**config.mk**
```make
export PLATFORM = sky130hd
export DESIGN_NAME = adc_scope_top
export DESIGN_NICKNAME = d
export VERILOG_FILES = /design/src/verilog/scope_pkg.sv /design/src/verilog/adc_level_trigger.sv /design/src/verilog/adc_scope_top.sv /design/src/verilog/board_outputs.sv /design/src/verilog/clk_freq_monitor.sv /design/src/verilog/heartbeat_timer.sv
export SDC_FILE = /design/constraint.sdc
export NUM_CORES = 1
export LEC_CHECK = 0
export BUFFER_PORTS_ARGS = -buffer_cell sky130_fd_sc_hd__buf_2
export CAP_MARGIN = 20
export CELL_PAD_IN_SITES_DETAIL_PLACEMENT = 0
export CELL_PAD_IN_SITES_GLOBAL_PLACEMENT = 1
export CORE_ASPECT_RATIO = 0.7
export CORE_MARGIN = 2
export CORE_UTILIZATION = 30
export DETAILED_ROUTE_END_ITERATION = 8
export PLACE_DENSITY = 0.67
export SYNTH_ARGS = -nofsm -noshare
export SYNTH_HDL_FRONTEND = slang
export SYNTH_SLANG_ARGS = --single-unit
```
**constraint.sdc**
```tcl
create_clock -name clk_usb -period 4.2 [get_ports clk_usb]
set_input_delay 0.42 -clock clk_usb [delete_from_list [all_inputs] [get_ports clk_usb]]
set_output_delay 0.42 -clock clk_usb [all_outputs]
set_load 0.01 [all_outputs]
```
**src/verilog/scope_pkg.sv**
```systemverilog
package scope_pkg;

   // timer widths are cut down for simulation
   // hardware uses a 26-bit timer, gate on bit 23 and heartbeat on bit 24
   localparam int TIMER_W       = 10;
   localparam int GATE_BIT      = 5;   // gate period 2**(GATE_BIT+1) cycles
   localparam int HEARTBEAT_BIT = 8;
   localparam int FLASH_BIT     = 7;

   localparam int ADC_W  = 12;
   localparam int GAIN_W = 8;
   localparam int FREQ_W = 16;

   typedef logic [ADC_W-1:0]  adc_word_t;    // sample or trigger level
   typedef logic [FREQ_W-1:0] freq_count_t;  // edges per gate window
   typedef logic [GAIN_W-1:0] gain_t;        // pwm increment
   typedef logic [1:0]        led_sel_t;

   // host side settings, held as levels
   typedef struct packed {
      led_sel_t    led_select;
      gain_t       gain;
      adc_word_t   trigger_level;
      logic        data_source_select;   // 1 adc input, 0 ramp
      freq_count_t extclk_limit;
      logic        monitor_disable;
   } scope_cfg_t;

   // flags from the capture side
   typedef struct packed {
      logic armed;
      logic capture_active;
      logic armed_and_ready;
   } board_status_t;

endpackage
```
**src/verilog/adc_level_trigger.sv**
```systemverilog
`timescale 1ns/1ns

module adc_level_trigger (
   input  logic                 clk_usb,
   input  logic                 reset,
   input  scope_pkg::adc_word_t adc_data_i,
   input  logic                 data_source_select_i,
   input  scope_pkg::adc_word_t trigger_level_i,
   input  logic                 armed_and_ready_i,
   output logic                 trigger_adc_o
);

   import scope_pkg::*;

   adc_word_t ramp;           // test pattern
   adc_word_t sample_pre;
   adc_word_t sample_stage;   // compare stage
   logic      level_hit;
   logic      trigger_allowed;
   logic      armed_r;

   always_ff @(posedge clk_usb) begin
      if (reset)
         ramp <= '0;
      else
         ramp <= ramp + 1'b1;
   end

   // two stage resample
   always_ff @(posedge clk_usb) begin
      sample_pre   <= data_source_select_i ? adc_data_i : ramp;
      sample_stage <= sample_pre;
   end

   // msb of the level picks the direction
   assign level_hit = trigger_level_i[ADC_W-1] ? (sample_stage > trigger_level_i)
                                               : (sample_stage < trigger_level_i);

   always_ff @(posedge clk_usb) begin
      if (reset) begin
         armed_r         <= 1'b0;
         trigger_allowed <= 1'b0;
         trigger_adc_o   <= 1'b0;
      end
      else begin
         armed_r       <= armed_and_ready_i;
         trigger_adc_o <= trigger_allowed & ~trigger_adc_o & level_hit;

         if (trigger_adc_o)
            trigger_allowed <= 1'b0;   // single shot
         else if (armed_and_ready_i && !armed_r)
            trigger_allowed <= 1'b1;
      end
   end

   trigger_single_cycle: assert property (
      @(posedge clk_usb) disable iff (reset)
      trigger_adc_o |=> !trigger_adc_o
   ) else $error("ERR trigger_adc_o high for two cycles");

endmodule

```
**src/verilog/adc_scope_top.sv**
```systemverilog
`timescale 1ns/1ns

module adc_scope_top (
   input  logic                     clk_usb,
   input  logic                     reset,
   input  scope_pkg::scope_cfg_t    cfg_i,
   input  scope_pkg::board_status_t status_i,
   input  scope_pkg::adc_word_t     adc_data_i,
   input  logic                     dut_clk_i,
   output logic                     led_armed_o,
   output logic                     led_capture_o,
   output logic                     freq_measure_o,
   output logic                     flash_pattern_o,
   output logic                     trigger_adc_o,
   output logic                     amp_gain_o,
   output scope_pkg::freq_count_t   extclk_freq_o,
   output logic                     extclk_change_o
);

   logic gate_strobe;
   logic heartbeat;
   logic flash_pattern;
   logic extclk_change;

   assign freq_measure_o  = gate_strobe;
   assign flash_pattern_o = flash_pattern;
   assign extclk_change_o = extclk_change;

   heartbeat_timer heartbeat_timer_inst (
      .clk_usb          (clk_usb),
      .reset            (reset),
      .gate_strobe_o    (gate_strobe),
      .heartbeat_o      (heartbeat),
      .flash_pattern_o  (flash_pattern)
   );

   clk_freq_monitor clk_freq_monitor_inst (
      .clk_usb            (clk_usb),
      .reset              (reset),
      .dut_clk_i          (dut_clk_i),
      .gate_strobe_i      (gate_strobe),
      .extclk_limit_i     (cfg_i.extclk_limit),
      .monitor_disable_i  (cfg_i.monitor_disable),
      .extclk_freq_o      (extclk_freq_o),
      .extclk_change_o    (extclk_change)
   );

   adc_level_trigger adc_level_trigger_inst (
      .clk_usb               (clk_usb),
      .reset                 (reset),
      .adc_data_i            (adc_data_i),
      .data_source_select_i  (cfg_i.data_source_select),
      .trigger_level_i       (cfg_i.trigger_level),
      .armed_and_ready_i     (status_i.armed_and_ready),
      .trigger_adc_o         (trigger_adc_o)
   );

   board_outputs board_outputs_inst (
      .clk_usb          (clk_usb),
      .reset            (reset),
      .led_select_i     (cfg_i.led_select),
      .status_i         (status_i),
      .heartbeat_i      (heartbeat),
      .flash_pattern_i  (flash_pattern),
      .extclk_change_i  (extclk_change),
      .gain_i           (cfg_i.gain),
      .led_armed_o      (led_armed_o),
      .led_capture_o    (led_capture_o),
      .amp_gain_o       (amp_gain_o)
   );

endmodule

```
**src/verilog/board_outputs.sv**
```systemverilog
`timescale 1ns/1ns

module board_outputs (
   input  logic                     clk_usb,
   input  logic                     reset,
   input  scope_pkg::led_sel_t      led_select_i,
   input  scope_pkg::board_status_t status_i,
   input  logic                     heartbeat_i,
   input  logic                     flash_pattern_i,
   input  logic                     extclk_change_i,
   input  scope_pkg::gain_t         gain_i,
   output logic                     led_armed_o,
   output logic                     led_capture_o,
   output logic                     amp_gain_o
);

   import scope_pkg::*;

   logic [GAIN_W:0] pwm_acc;   // msb is the carry out

   // alarm overrides every select
   always_comb begin
      if (extclk_change_i) begin
         led_armed_o   = flash_pattern_i;
         led_capture_o = flash_pattern_i;
      end
      else if (led_select_i == 2'd1 || led_select_i == 2'd2) begin
         led_armed_o   = heartbeat_i;
         led_capture_o = heartbeat_i;
      end
      else if (led_select_i == 2'd3) begin
         led_armed_o   = heartbeat_i;
         led_capture_o = extclk_change_i;
      end
      else begin
         led_armed_o   = status_i.armed;
         led_capture_o = status_i.capture_active;
      end
   end

   always_ff @(posedge clk_usb) begin
      if (reset)
         pwm_acc <= '0;
      else
         pwm_acc <= {1'b0, pwm_acc[GAIN_W-1:0]} + {1'b0, gain_i};
   end

   assign amp_gain_o = pwm_acc[GAIN_W];   // duty of gain/256

endmodule

```
**src/verilog/clk_freq_monitor.sv**
```systemverilog
`timescale 1ns/1ns

module clk_freq_monitor (
   input  logic                   clk_usb,
   input  logic                   reset,
   input  logic                   dut_clk_i,
   input  logic                   gate_strobe_i,
   input  scope_pkg::freq_count_t extclk_limit_i,
   input  logic                   monitor_disable_i,
   output scope_pkg::freq_count_t extclk_freq_o,
   output logic                   extclk_change_o
);

   import scope_pkg::*;

   logic [1:0]  dut_sync;       // two-flop synchronizer
   logic        dut_prev;
   logic        dut_rise;
   freq_count_t edge_count;     // edges in the current window
   freq_count_t freq_delta;
   logic        measure_valid;  // a previous measurement exists

   assign dut_rise = dut_sync[1] & ~dut_prev;

   // absolute difference, new window against the latched one
   always_comb begin
      if (edge_count > extclk_freq_o)
         freq_delta = edge_count - extclk_freq_o;
      else
         freq_delta = extclk_freq_o - edge_count;
   end

   always_ff @(posedge clk_usb) begin
      if (reset) begin
         dut_sync <= 2'b00;
         dut_prev <= 1'b0;
      end
      else begin
         dut_sync <= {dut_sync[0], dut_clk_i};
         dut_prev <= dut_sync[1];
      end
   end

   always_ff @(posedge clk_usb) begin
      if (reset) begin
         edge_count    <= '0;
         extclk_freq_o <= '0;
         measure_valid <= 1'b0;
      end
      else if (gate_strobe_i) begin
         extclk_freq_o <= edge_count;
         edge_count    <= {{(FREQ_W-1){1'b0}}, dut_rise};   // keep an edge on the strobe cycle
         measure_valid <= 1'b1;
      end
      else if (dut_rise) begin
         edge_count <= edge_count + 1'b1;
      end
   end

   // sticky change alarm
   always_ff @(posedge clk_usb) begin
      if (reset)
         extclk_change_o <= 1'b0;
      else if (monitor_disable_i)
         extclk_change_o <= 1'b0;
      else if (gate_strobe_i && measure_valid && (freq_delta > extclk_limit_i))
         extclk_change_o <= 1'b1;
   end

   change_cleared_by_disable: assert property (
      @(posedge clk_usb) disable iff (reset)
      monitor_disable_i |=> !extclk_change_o
   ) else $error("ERR extclk_change_o set after disable");

endmodule

```
**src/verilog/heartbeat_timer.sv**
```systemverilog
`timescale 1ns/1ns

module heartbeat_timer (
   input  logic clk_usb,
   input  logic reset,
   output logic gate_strobe_o,
   output logic heartbeat_o,
   output logic flash_pattern_o
);

   import scope_pkg::*;

   logic [TIMER_W-1:0] timer;
   logic               gate_bit_r;   // previous gate bit for edge detect

   always_ff @(posedge clk_usb) begin
      if (reset) begin
         timer           <= '0;
         gate_bit_r      <= 1'b0;
         gate_strobe_o   <= 1'b0;
         flash_pattern_o <= 1'b0;
      end
      else begin
         timer         <= timer + 1'b1;   // free running
         gate_bit_r    <= timer[GATE_BIT];
         gate_strobe_o <= timer[GATE_BIT] & ~gate_bit_r;

         // flash only runs in the upper half of the timer period
         if (timer[TIMER_W-1])
            flash_pattern_o <= ~timer[FLASH_BIT];
      end
   end

   assign heartbeat_o = timer[HEARTBEAT_BIT];

   // the monitor relies on a single-cycle gate
   gate_strobe_single: assert property (
      @(posedge clk_usb) disable iff (reset)
      gate_strobe_o |=> !gate_strobe_o
   ) else $error("ERR gate_strobe_o high for two cycles");

endmodule

```
==> impl_metrics.json, run 1 <==
{
  "relSlewSlack_pct": 56.4,
  "cp.arrival_ns": 4.06,
  "clkLatencyLatePin_ns": 0.35,
  "numCtsBuffers": 9,
  "crit_top_cell": "a21o_1",
  "die_y_um": 121,
  "overflow": 0,
  "timing.setup.tns_ns": 0,
  "final_hold_viol_count": 0,
  "slew_viol_final": 0,
  "period_needed_ns": 3.82,
  "io_pins": 81,
  "crit_required_ns": 4.44,
  "clock_sinks": 98,
  "cts-root-buf": "clkbuf_16",
  "synth-seq-area-share_pct": 33.7,
  "final_common_cell": "dfxtp_1",
  "layout_common_cells": "98 x dfxtp_1, 86 x nor2_1, 80 x buf_2, 71 x ha_1, 69 x inv_1",
  "drive_gt1_share_pct": 16.9,
  "htreeDepth": 3,
  "grt_pass1_vias": 4309,
  "dr.pass1.iters": 5,
  "vdd_drop_max_mv": 0.139,
  "avgRoutedWirePerCell_um": 13.1,
  "p_leak_uw": 0.00312,
  "synth_cell_types": 48,
  "ant_nets": 0,
  "max_cap_viol_count": 0,
  "grt_pass1_wl_um": 21800,
  "max_stage_delay_ns": 0.44,
  "ys_seq_elements": 98,
  "synth_area_um2": 5830,
  "drt-initial-drc-count": 233,
  "cts.path.max_buffers": 2,
  "vias_per_cell": 4.48,
  "final_core_util_pct": 35.9,
  "critPathMaxFanout": 10,
  "outcome": "completed",
  "route.detailed.drc": 0,
  "post_cts_resized": 0,
  "worst-slew-pin-transition_ns": 0.654,
  "hold_class": "in2reg",
  "total_power_uw": 2190,
  "slowest_stage": "ha_1",
  "dieWidth_um": 171,
  "cts_tree": "yes",
  "antenna_found_initial": 0,
  "rsz0062_at_grt": "false",
  "cts_hold_buf": 0,
  "ys_warn_count": 0,
  "worstSetupStartpointType": "flop",
  "syn_inst": 666,
  "crit_family": "compound AO/OA/AOI/OAI gates",
  "vias": 4528,
  "syn_nets": 798,
  "antenna_cells": 0,
  "cp_num_buf_inv": 2,
  "cp-end-kind": "flop",
  "core_um2": 19000,
  "setup_viol": 0,
  "port_buffers": 80,
  "final_net_count": 874,
  "num_rows": 42,
  "max_freq_mhz": 262,
  "grtUsageTotal_pct": 13.4,
  "syn_area_per_cell_um2": 8.75,
  "critPathKind": "reg2reg",
  "clkTransAtPathRegs_ns": 0.07,
  "skew_ns": 0.0111,
  "gp_congestion": 0.820,
  "syn_to_final_growth_pct": 17.0,
  "die_area_um2": 20600,
  "start_util_pct": 30.7,
  "grt_max_degree": 34,
  "cts_setup_buffers": 0,
  "fin_crit_sh_pct": 90.9,
  "powerDensity_nw_per_um2": 322,
  "dp_hpwl_um": 10300,
  "drt_wl_total_um": 13200,
  "cp_cell_sequence": "inv_1 > ha_1 > a21o_1 > o21bai_1 > a221oi_2 > a22oi_2 > buf_4 > or3b_1 > o2bb2ai_2 > xor2_1 > ha_1 > a21o_1 > a21o_1 > a21oi_1 > o21ai_0 > a21oi_1 > o21ai_0"
}
[layer usage]
metal | vias up | wire, µm | share of wire (%) | track usage (%)
met2 | 84 | 5000 | 38 | 18.3
li1 | 2404 | - | - | -
met3 | 8 | 606 | 4.6 | 3.21
met5 | - | 0 | 0 | 0
met1 | 2032 | 7560 | 57 | 21.0
met4 | 0 | 71 | 0.54 | 2.56
[flip-flops by register name, indices dropped and copies added, names as in the netlist]
register,count
board_outputs_inst.pwm_acc,9
clk_freq_monitor_inst.edge_count,16
clk_freq_monitor_inst.extclk_freq_o,16
adc_level_trigger_inst.sample_stage,12
adc_level_trigger_inst.ramp,12
clk_freq_monitor_inst.measure_valid,1
adc_level_trigger_inst.trigger_adc_o,1
adc_level_trigger_inst.trigger_allowed,1
heartbeat_timer_inst.flash_pattern_o,1
adc_level_trigger_inst.armed_r,1
clk_freq_monitor_inst.dut_sync,2
heartbeat_timer_inst.gate_strobe_o,1
heartbeat_timer_inst.gate_bit_r,1
heartbeat_timer_inst.timer,10
adc_level_trigger_inst.sample_pre,12
clk_freq_monitor_inst.extclk_change_o,1
clk_freq_monitor_inst.dut_prev,1
[worst reg2reg max path: stages (launching register included)]
cell and delay [ns]:
dfxtp_1 0.38, inv_1 0.06, ha_1 0.44, a21o_1 0.23
o21bai_1 0.18, a221oi_2 0.32, a22oi_2 0.13, buf_4 0.21
or3b_1 0.37, o2bb2ai_2 0.13, xor2_1 0.15, ha_1 0.30
a21o_1 0.16, a21o_1 0.16, a21oi_1 0.17, o21ai_0 0.11
a21oi_1 0.13, o21ai_0 0.10
[logic make-up (layout without fill, tap and decap cells)]
group           after synthesis  in the layout  synth area share, %
xor+xnor                     51             51                 7.67
simple gates                200            200                 16.4
fa+ha+maj                    74             74                 16.3
flops                        98             98                 33.7
mux                          37             37                 6.64
buf+inv                      94            175                 6.59
compound gates              112            112                 12.8
[synth_stat cells (all sizes together)]
cell type | number | area share, %
o211ai | 2 | 0.26
nor3 | 10 | 0.86
mux2i | 24 | 4.1
nor3b | 2 | 0.26
o311ai | 1 | 0.15
nand2 | 23 | 1.5
dfxtp | 98 | 34
a41oi | 1 | 0.15
mux2 | 13 | 2.5
inv | 69 | 4.4
xnor2 | 29 | 4.4
xor2 | 22 | 3.3
a2111oi | 1 | 0.15
a22oi | 1 | 0.21
a211oi | 5 | 0.64
o21a | 5 | 0.64
o21ai | 17 | 1.5
a311oi | 1 | 0.15
or3 | 2 | 0.21
o2bb2ai | 1 | 0.26
nand4 | 21 | 2.3
nand3 | 18 | 1.5
o21bai | 4 | 0.52
a21o | 22 | 2.8
a221oi | 1 | 0.26
fa | 3 | 1.0
and2b | 2 | 0.26
ha | 71 | 15
o221a | 1 | 0.19
o41a | 2 | 0.39
nand2b | 4 | 0.43
o221ai | 1 | 0.15
and4 | 2 | 0.30
buf | 17 | 1.6
clkbuf | 8 | 0.52
or3b | 1 | 0.15
o31ai | 3 | 0.39
a21oi | 40 | 3.6
o22ai | 1 | 0.11
a31oi | 2 | 0.21
and3 | 5 | 0.54
or2 | 2 | 0.21
nor2b | 22 | 2.4
nor2 | 86 | 5.5
[worst paths after layout]
path,from,cells past startpoint,slack [ns],to
worst max-delay path,clk_freq_monitor_inst.extclk_freq_o[11]$_SDFFE_PP0P_,17,0.38,clk_freq_monitor_inst.extclk_change_o$_SDFFE_PP0P_
worst max register to register,clk_freq_monitor_inst.extclk_freq_o[11]$_SDFFE_PP0P_,17,0.38,clk_freq_monitor_inst.extclk_change_o$_SDFFE_PP0P_
worst min-delay path,dut_clk_i,2,0.28,clk_freq_monitor_inst.dut_sync[0]$_SDFF_PP0_
worst min register to register,adc_level_trigger_inst.sample_pre[11]$_DFF_P_,0,0.33,adc_level_trigger_inst.sample_stage[11]$_DFF_P_
[layout make-up]
type / count / area, µm²
Fill cell: 2044 / 12200
Clock buffer: 9 / 225
Tap cell: 264 / 330
Timing Repair Buffer: 90 / 475
Inverter: 69 / 259
Clock inverter: 7 / 83.8
Multi-Input combinational cell: 474 / 3480
Sequential cell: 98 / 1960
[per-stage QoR]
stage	hold WS (ns)	cell area, µm²	std cells	setup WS (ns)
after global routing	0.275	6820	1011	0.0612
final	0.280	6820	1011	0.381
after global placement	0.312	6510	995	0.461
after CTS	0.262	6820	1011	0.396
after detailed placement	0.313	6510	995	0.420
after floorplan	0.310	5830	666	0.929
[power breakdown]
group / switching [µW] / leakage [µW] / internal [µW]
clock: 394 / 0.000149 / 473
combinational: 165 / 0.00217 / 165
sequential: 17.9 / 0.000801 / 979
Power figures use the tool's default switching activity.
==> run 2, diff against run 1 <==
PLACE_DENSITY = unset   (was 0.67)
PLACE_DENSITY_LB_ADDON = 0.1   (was unset)
==> impl_metrics.json, run 2 (same netlist as run 1, synthesis figures left out) <==
{
  "outcome": "completed",
  "die_area_um2": 20600,
  "r2r-end": "clk_freq_monitor_inst.extclk_change_o$_SDFFE_PP0P_",
  "crit_required_ns": 4.43,
  "grt_pass1_vias": 4641,
  "route.detailed.drc": 0,
  "stdcell_area_um2": 6800,
  "hold_class": "in2reg",
  "cts.path.max_buffers": 2,
  "max_cap_viol_count": 0,
  "vias_per_cell": 4.58,
  "grt_max_degree": 47,
  "fillCellCount": 1993,
  "io_pins": 81,
  "min_to": "clk_freq_monitor_inst.dut_sync[0]$_SDFF_PP0_",
  "dp_hpwl_um": 11200,
  "num_rows": 42,
  "gp_congestion": 0.836,
  "dieWidth_um": 171,
  "syn_to_final_growth_pct": 16.7,
  "port_buffers": 80,
  "vias": 4625,
  "clkLatencyLatePin_ns": 0.35,
  "r2r_cells": 16,
  "post_cts_resized": 0,
  "cts_tree": "yes",
  "powerDensity_nw_per_um2": 322,
  "cts-root-buf": "clkbuf_16",
  "final_net_count": 872,
  "cts_setup_buffers": 0,
  "start_util_pct": 30.7,
  "worstReg2RegStart": "clk_freq_monitor_inst.extclk_freq_o[11]$_SDFFE_PP0P_",
  "grt_busiest_layer": "met2",
  "cp.arrival_ns": 4.09,
  "grt_pass1_wl_um": 23700,
  "clock_sinks": 98,
  "avgRoutedWirePerCell_um": 14.0,
  "relSlewSlack_pct": 36.3,
  "critPathKind": "reg2reg",
  "drt_wl_total_um": 14100,
  "vdd_drop_max_mv": 0.188,
  "core_um2": 19000,
  "critPathMaxFanout": 10,
  "cts_hold_buf": 0,
  "hold_path_startpoint": "dut_clk_i",
  "drive_gt1_share_pct": 16.6,
  "slew_viol_final": 0,
  "use_met1_pct": 21.2,
  "biggestRegsByFlops": "clk_freq_monitor_inst.edge_count (16), clk_freq_monitor_inst.extclk_freq_o (16)",
  "timing.setup.tns_ns": 0,
  "min_path_cells": 2,
  "ant_nets": 0,
  "cp-end-kind": "flop",
  "dr.pass1.iters": 5,
  "antenna_found_initial": 0,
  "layout_common_cells": "98 x dfxtp_1, 86 x nor2_1, 80 x buf_2, 71 x ha_1, 69 x inv_1",
  "htreeDepth": 3,
  "worstSetupStartpointType": "flop",
  "r2r_setup_slack_ns": 0.35,
  "place_area_um2": 6490,
  "drt-initial-drc-count": 180,
  "worst-slew-pin-transition_ns": 0.955,
  "setup_viol": 0,
  "overflow": 0,
  "p_leak_uw": 0.00310,
  "grtUsageMet2_pct": 22.1,
  "grt_use_met3_pct": 3.73,
  "die_y_um": 121,
  "clkTransAtPathRegs_ns": 0.08,
  "fin_crit_sh_pct": 91.8,
  "final_common_cell": "dfxtp_1",
  "max_freq_mhz": 259,
  "period_needed_ns": 3.85,
  "grtUsageTotal_pct": 14.6,
  "final_hold_viol_count": 0,
  "rsz0062_at_grt": "false",
  "skew_ns": 0.00944,
  "numCtsBuffers": 9,
  "antenna_cells": 0
}
run 2: worst max path at each step:
stage,startpoint,to,slack (ns),cells after the start
2_1_floorplan,clk_freq_monitor_inst.extclk_freq_o[1]$_SDFFE_PP0P_,clk_freq_monitor_inst.extclk_change_o$_SDFFE_PP0P_,0.93,16
5_1_grt,clk_freq_monitor_inst.extclk_freq_o[11]$_SDFFE_PP0P_,clk_freq_monitor_inst.extclk_change_o$_SDFFE_PP0P_,0.06,16
4_1_cts,clk_freq_monitor_inst.extclk_freq_o[11]$_SDFFE_PP0P_,clk_freq_monitor_inst.extclk_change_o$_SDFFE_PP0P_,0.31,16
3_5_place_dp,clk_freq_monitor_inst.extclk_freq_o[11]$_SDFFE_PP0P_,clk_freq_monitor_inst.extclk_change_o$_SDFFE_PP0P_,0.33,16
3_3_place_gp,clk_freq_monitor_inst.extclk_freq_o[11]$_SDFFE_PP0P_,clk_freq_monitor_inst.extclk_change_o$_SDFFE_PP0P_,0.35,16
6_report,clk_freq_monitor_inst.extclk_freq_o[11]$_SDFFE_PP0P_,clk_freq_monitor_inst.extclk_change_o$_SDFFE_PP0P_,0.35,16
run 2: report_power, final:
part	total, µW	leakage (µW)	switching [µW]	internal (µW)
clock	859	0.000146	387	472
combinational	335	0.00216	170	165
sequential	999	0.000801	18.9	980
run 2: area by class of cell:
class / instances / area, µm² / area share [%]
clock buffers: 9 / 225 / 3.31
clock inverters: 7 / 85.1 / 1.25
inverters: 69 / 259 / 3.81
multi-input cells: 474 / 3480 / 51.2
flip-flops and latches: 98 / 1960 / 28.8
well taps: 264 / 330 / 4.86
repair buffers: 88 / 460 / 6.77
run 2: layer usage:
metal | vias to the layer above | part of all wire (%)
met1 | 2134 | 52
met4 | 0 | 0.58
met3 | 8 | 5.6
met5 | - | 0
met2 | 85 | 42
li1 | 2398 | -
run 2: stage by stage:
stage	hold WS [ns]	worst slack [ns]	power, µW	util, %	std cells
6_report	0.296	0.345	2190	35.9	1009
5_1_grt	0.276	0.0634	2330	35.9	1009
4_1_cts	0.280	0.310	2240	35.9	1009
3_5_place_dp	0.312	0.329	1360	34.2	993
3_3_place_gp	0.312	0.351	1350	34.2	993
2_1_floorplan	0.310	0.929	1260	-	666
run 2: worst max-delay path, stage by stage, from the launching register on:
cell and delay (ns):
dfxtp_1 0.37, inv_1 0.06, ha_1 0.45, a21o_1 0.23
o21bai_1 0.20, a221oi_2 0.36, a22oi_2 0.17, or3b_1 0.42
o2bb2ai_2 0.14, xor2_1 0.15, ha_1 0.29, a21o_1 0.16
a21o_1 0.17, a21oi_1 0.19, o21ai_0 0.16, a21oi_1 0.14
o21ai_0 0.10
==> run 3, diff against run 2 <==
ABC_AREA = 1   (was unset)
==> impl_metrics.json, run 3 <==
{
  "outcome": "completed",
  "antenna_cells": 0,
  "clkLatencyLatePin_ns": 0.36,
  "htreeDepth": 3,
  "slowest_stage": "ha_1",
  "fillCellCount": 2362,
  "crit_top_cell": "nand2_1",
  "syn_area_per_cell_um2": 6.54,
  "post_cts_resized": 0,
  "ys_warn_count": 0,
  "dieWidth_um": 180,
  "grt_max_degree": 38,
  "start_util_pct": 30.9,
  "setup_slack_ns": 1.16,
  "worst-slew-pin-transition_ns": 0.975,
  "max_cap_viol_count": 0,
  "synth_adder_area_share_pct": 14.7,
  "cts_tree": "yes",
  "place_ws_ns": 1.16,
  "numCtsBuffers": 9,
  "cp.arrival_ns": 3.30,
  "hold_class": "in2reg",
  "synth.most_common_cell": "nand2_1",
  "cts_hold_buf": 0,
  "setup_viol": 0,
  "grt_pass1_vias": 5500,
  "p_leak_uw": 0.00393,
  "synth_edf_count": 0,
  "drt-initial-drc-count": 307,
  "gp_congestion": 0.832,
  "io_pins": 81,
  "final_hold_viol_count": 0,
  "grtUsageTotal_pct": 15.4,
  "synthMuxAreaShare_pct": 0.522,
  "cts-root-buf": "clkbuf_16",
  "period_needed_ns": 3.04,
  "whs_ns": 0.264,
  "final_common_cell": "nand2_1",
  "vias_per_cell": 4.27,
  "core_um2": 21000,
  "synth_cell_types": 42,
  "cp_cell_sequence": "inv_1 > ha_1 > nand2_1 > inv_1 > nand3_1 > nor2_2 > nand2_1 > nand2_2 > nand2_4 > inv_4 > nand2_1 > nand2_1 > inv_1 > ha_1 > nand2_1 > nor2_1 > nand2_1 > nor2_1 > a21oi_1 > a21oi_1 > nor2_1",
  "die_area_um2": 22800,
  "ys_top_cells_by_area": "dfxtp_1 30%, nand2_1 16%, ha_1 14%",
  "max_freq_mhz": 329,
  "syn_inst": 989,
  "route.detailed.drc": 0,
  "synth_top_area_cell": "dfxtp_1",
  "num_rows": 44,
  "synth_top_area_share_pct": 30.3,
  "port_buffers": 80,
  "grt_use_met3_pct": 4.39,
  "synth-seq-area-share_pct": 30.3,
  "powerDensity_nw_per_um2": 294,
  "drt_wl_total_um": 16800,
  "rsz0062_at_grt": "false",
  "worstSetupStartpointType": "flop",
  "layout_common_cells": "284 x nand2_1, 195 x inv_1, 98 x dfxtp_1, 80 x buf_2, 79 x a21oi_1",
  "overflow": 0,
  "vdd_drop_max_mv": 0.180,
  "async_flop_share_pct": 0,
  "biggestRegsByFlops": "clk_freq_monitor_inst.edge_count (16), clk_freq_monitor_inst.extclk_freq_o (16)",
  "timing.setup.tns_ns": 0,
  "ys_seq_elements": 98,
  "synth_xor_area_share_pct": 2.30,
  "max_stage_delay_ns": 0.44,
  "cts.path.max_buffers": 2,
  "synth_area_um2": 6470,
  "synthTopCellsByCount": "284 x nand2_1, 195 x inv_1, 98 x dfxtp_1, 79 x a21oi_1, 71 x ha_1",
  "place_area_um2": 7140,
  "clkTransAtPathRegs_ns": 0.07,
  "syn_nets": 1121,
  "grt_pass1_wl_um": 28000,
  "synth-compound-area-share_pct": 12.1,
  "slew_viol_final": 0,
  "crit_required_ns": 4.46,
  "synth_top_family_by_area": "simple AND/OR/NAND/NOR gates",
  "stdcell_area_um2": 7430,
  "grt_busiest_layer": "met1",
  "drive_gt1_share_pct": 10.4,
  "dr.pass1.iters": 5,
  "critPathMaxFanout": 17,
  "fin_crit_sh_pct": 72.4,
  "synthFlopType": "dfxtp_1",
  "cp-end-kind": "flop",
  "grtUsageMet2_pct": 21.0,
  "skew_ns": 0.0102,
  "use_met1_pct": 23.4,
  "avgRoutedWirePerCell_um": 12.5,
  "die_y_um": 127,
  "cts_setup_buffers": 0,
  "syn_to_final_growth_pct": 14.8,
  "clock_sinks": 98,
  "vias": 5737,
  "relSlewSlack_pct": 34.9,
  "final_net_count": 1195,
  "ant_nets": 0,
  "antenna_found_initial": 0,
  "critPathKind": "reg2reg",
  "dp_hpwl_um": 13900,
  "yosys.area_share.simple_pct": 27.2
}
[run 3: cell types whose count changed after synthesis, moves of 21 or more]
cell and change:
mux2i_1 -24, nor2b_1 -22, xnor2_1 -26, a21o_1 -21
inv_1 +126, nand2_1 +261, a21oi_1 +40, o21ai_0 +36
[run 3: final cells by class]
type	instances	area [µm²]	area share, %
flip-flops and latches	98	1960	26.4
well taps	276	345	4.65
clock buffers	10	229	3.08
inverters	199	749	10.1
clock inverters	5	56.3	0.758
repair buffers	81	408	5.49
multi-input cells	674	3680	49.5
[run 3: worst paths after layout]
check | slack, ns | cells past startpoint | end | startpoint
worst min-delay path | 0.26 | 3 | adc_level_trigger_inst.sample_pre[4]$_DFF_P_ | adc_data_i[4]
worst min register to register | 0.32 | 0 | adc_level_trigger_inst.sample_stage[10]$_DFF_P_ | adc_level_trigger_inst.sample_pre[10]$_DFF_P_
worst max register to register | 1.16 | 21 | clk_freq_monitor_inst.extclk_change_o$_SDFFE_PP0P_ | clk_freq_monitor_inst.extclk_freq_o[13]$_SDFFE_PP0P_
worst max-delay path | 1.16 | 21 | clk_freq_monitor_inst.extclk_change_o$_SDFFE_PP0P_ | clk_freq_monitor_inst.extclk_freq_o[13]$_SDFFE_PP0P_
[run 3: logic make-up (layout without fill, tap and decap cells)]
| kind of cell | count (synthesis) | after routing |
|---|---|---|
| AND/OR/NAND/NOR | 432 | 432 |
| buffers and inverters | 217 | 295 |
| AO/OA/AOI/OAI | 148 | 148 |
| flip-flops | 98 | 98 |
| adder cells (fa/ha/maj) | 74 | 74 |
| XOR/XNOR | 17 | 17 |
| multiplexers | 3 | 3 |
[run 3: per-layer routing]
layer  wire, µm  vias up
met3        787       12
met5          0        -
li1           -     3223
met2       5900       83
met4        161        0
met1       9970     2419
[run 3: worst max-delay path, delay by kind of cell (launching register included)]
family          cells  cell delay, ns
simple gates       13            1.25
flops               1            0.38
buf+inv             4            0.38
fa+ha+maj           2            0.72
compound gates      2            0.21
[run 3: power breakdown]
part,internal (µW),total (µW),switching (µW),leakage (µW)
Combinational,151,369,219,0.00299
Sequential,973,990,16.5,0.000801
Clock,458,825,367,0.000138
[run 3: stage by stage]
step	cells	util, %	total power, µW
3_5_place_dp	1328	34.1	1390
6_report	1343	35.4	2180
4_1_cts	1343	35.4	2230
5_1_grt	1343	35.4	2330
3_3_place_gp	1328	34.1	1390
2_1_floorplan	989	-	1280
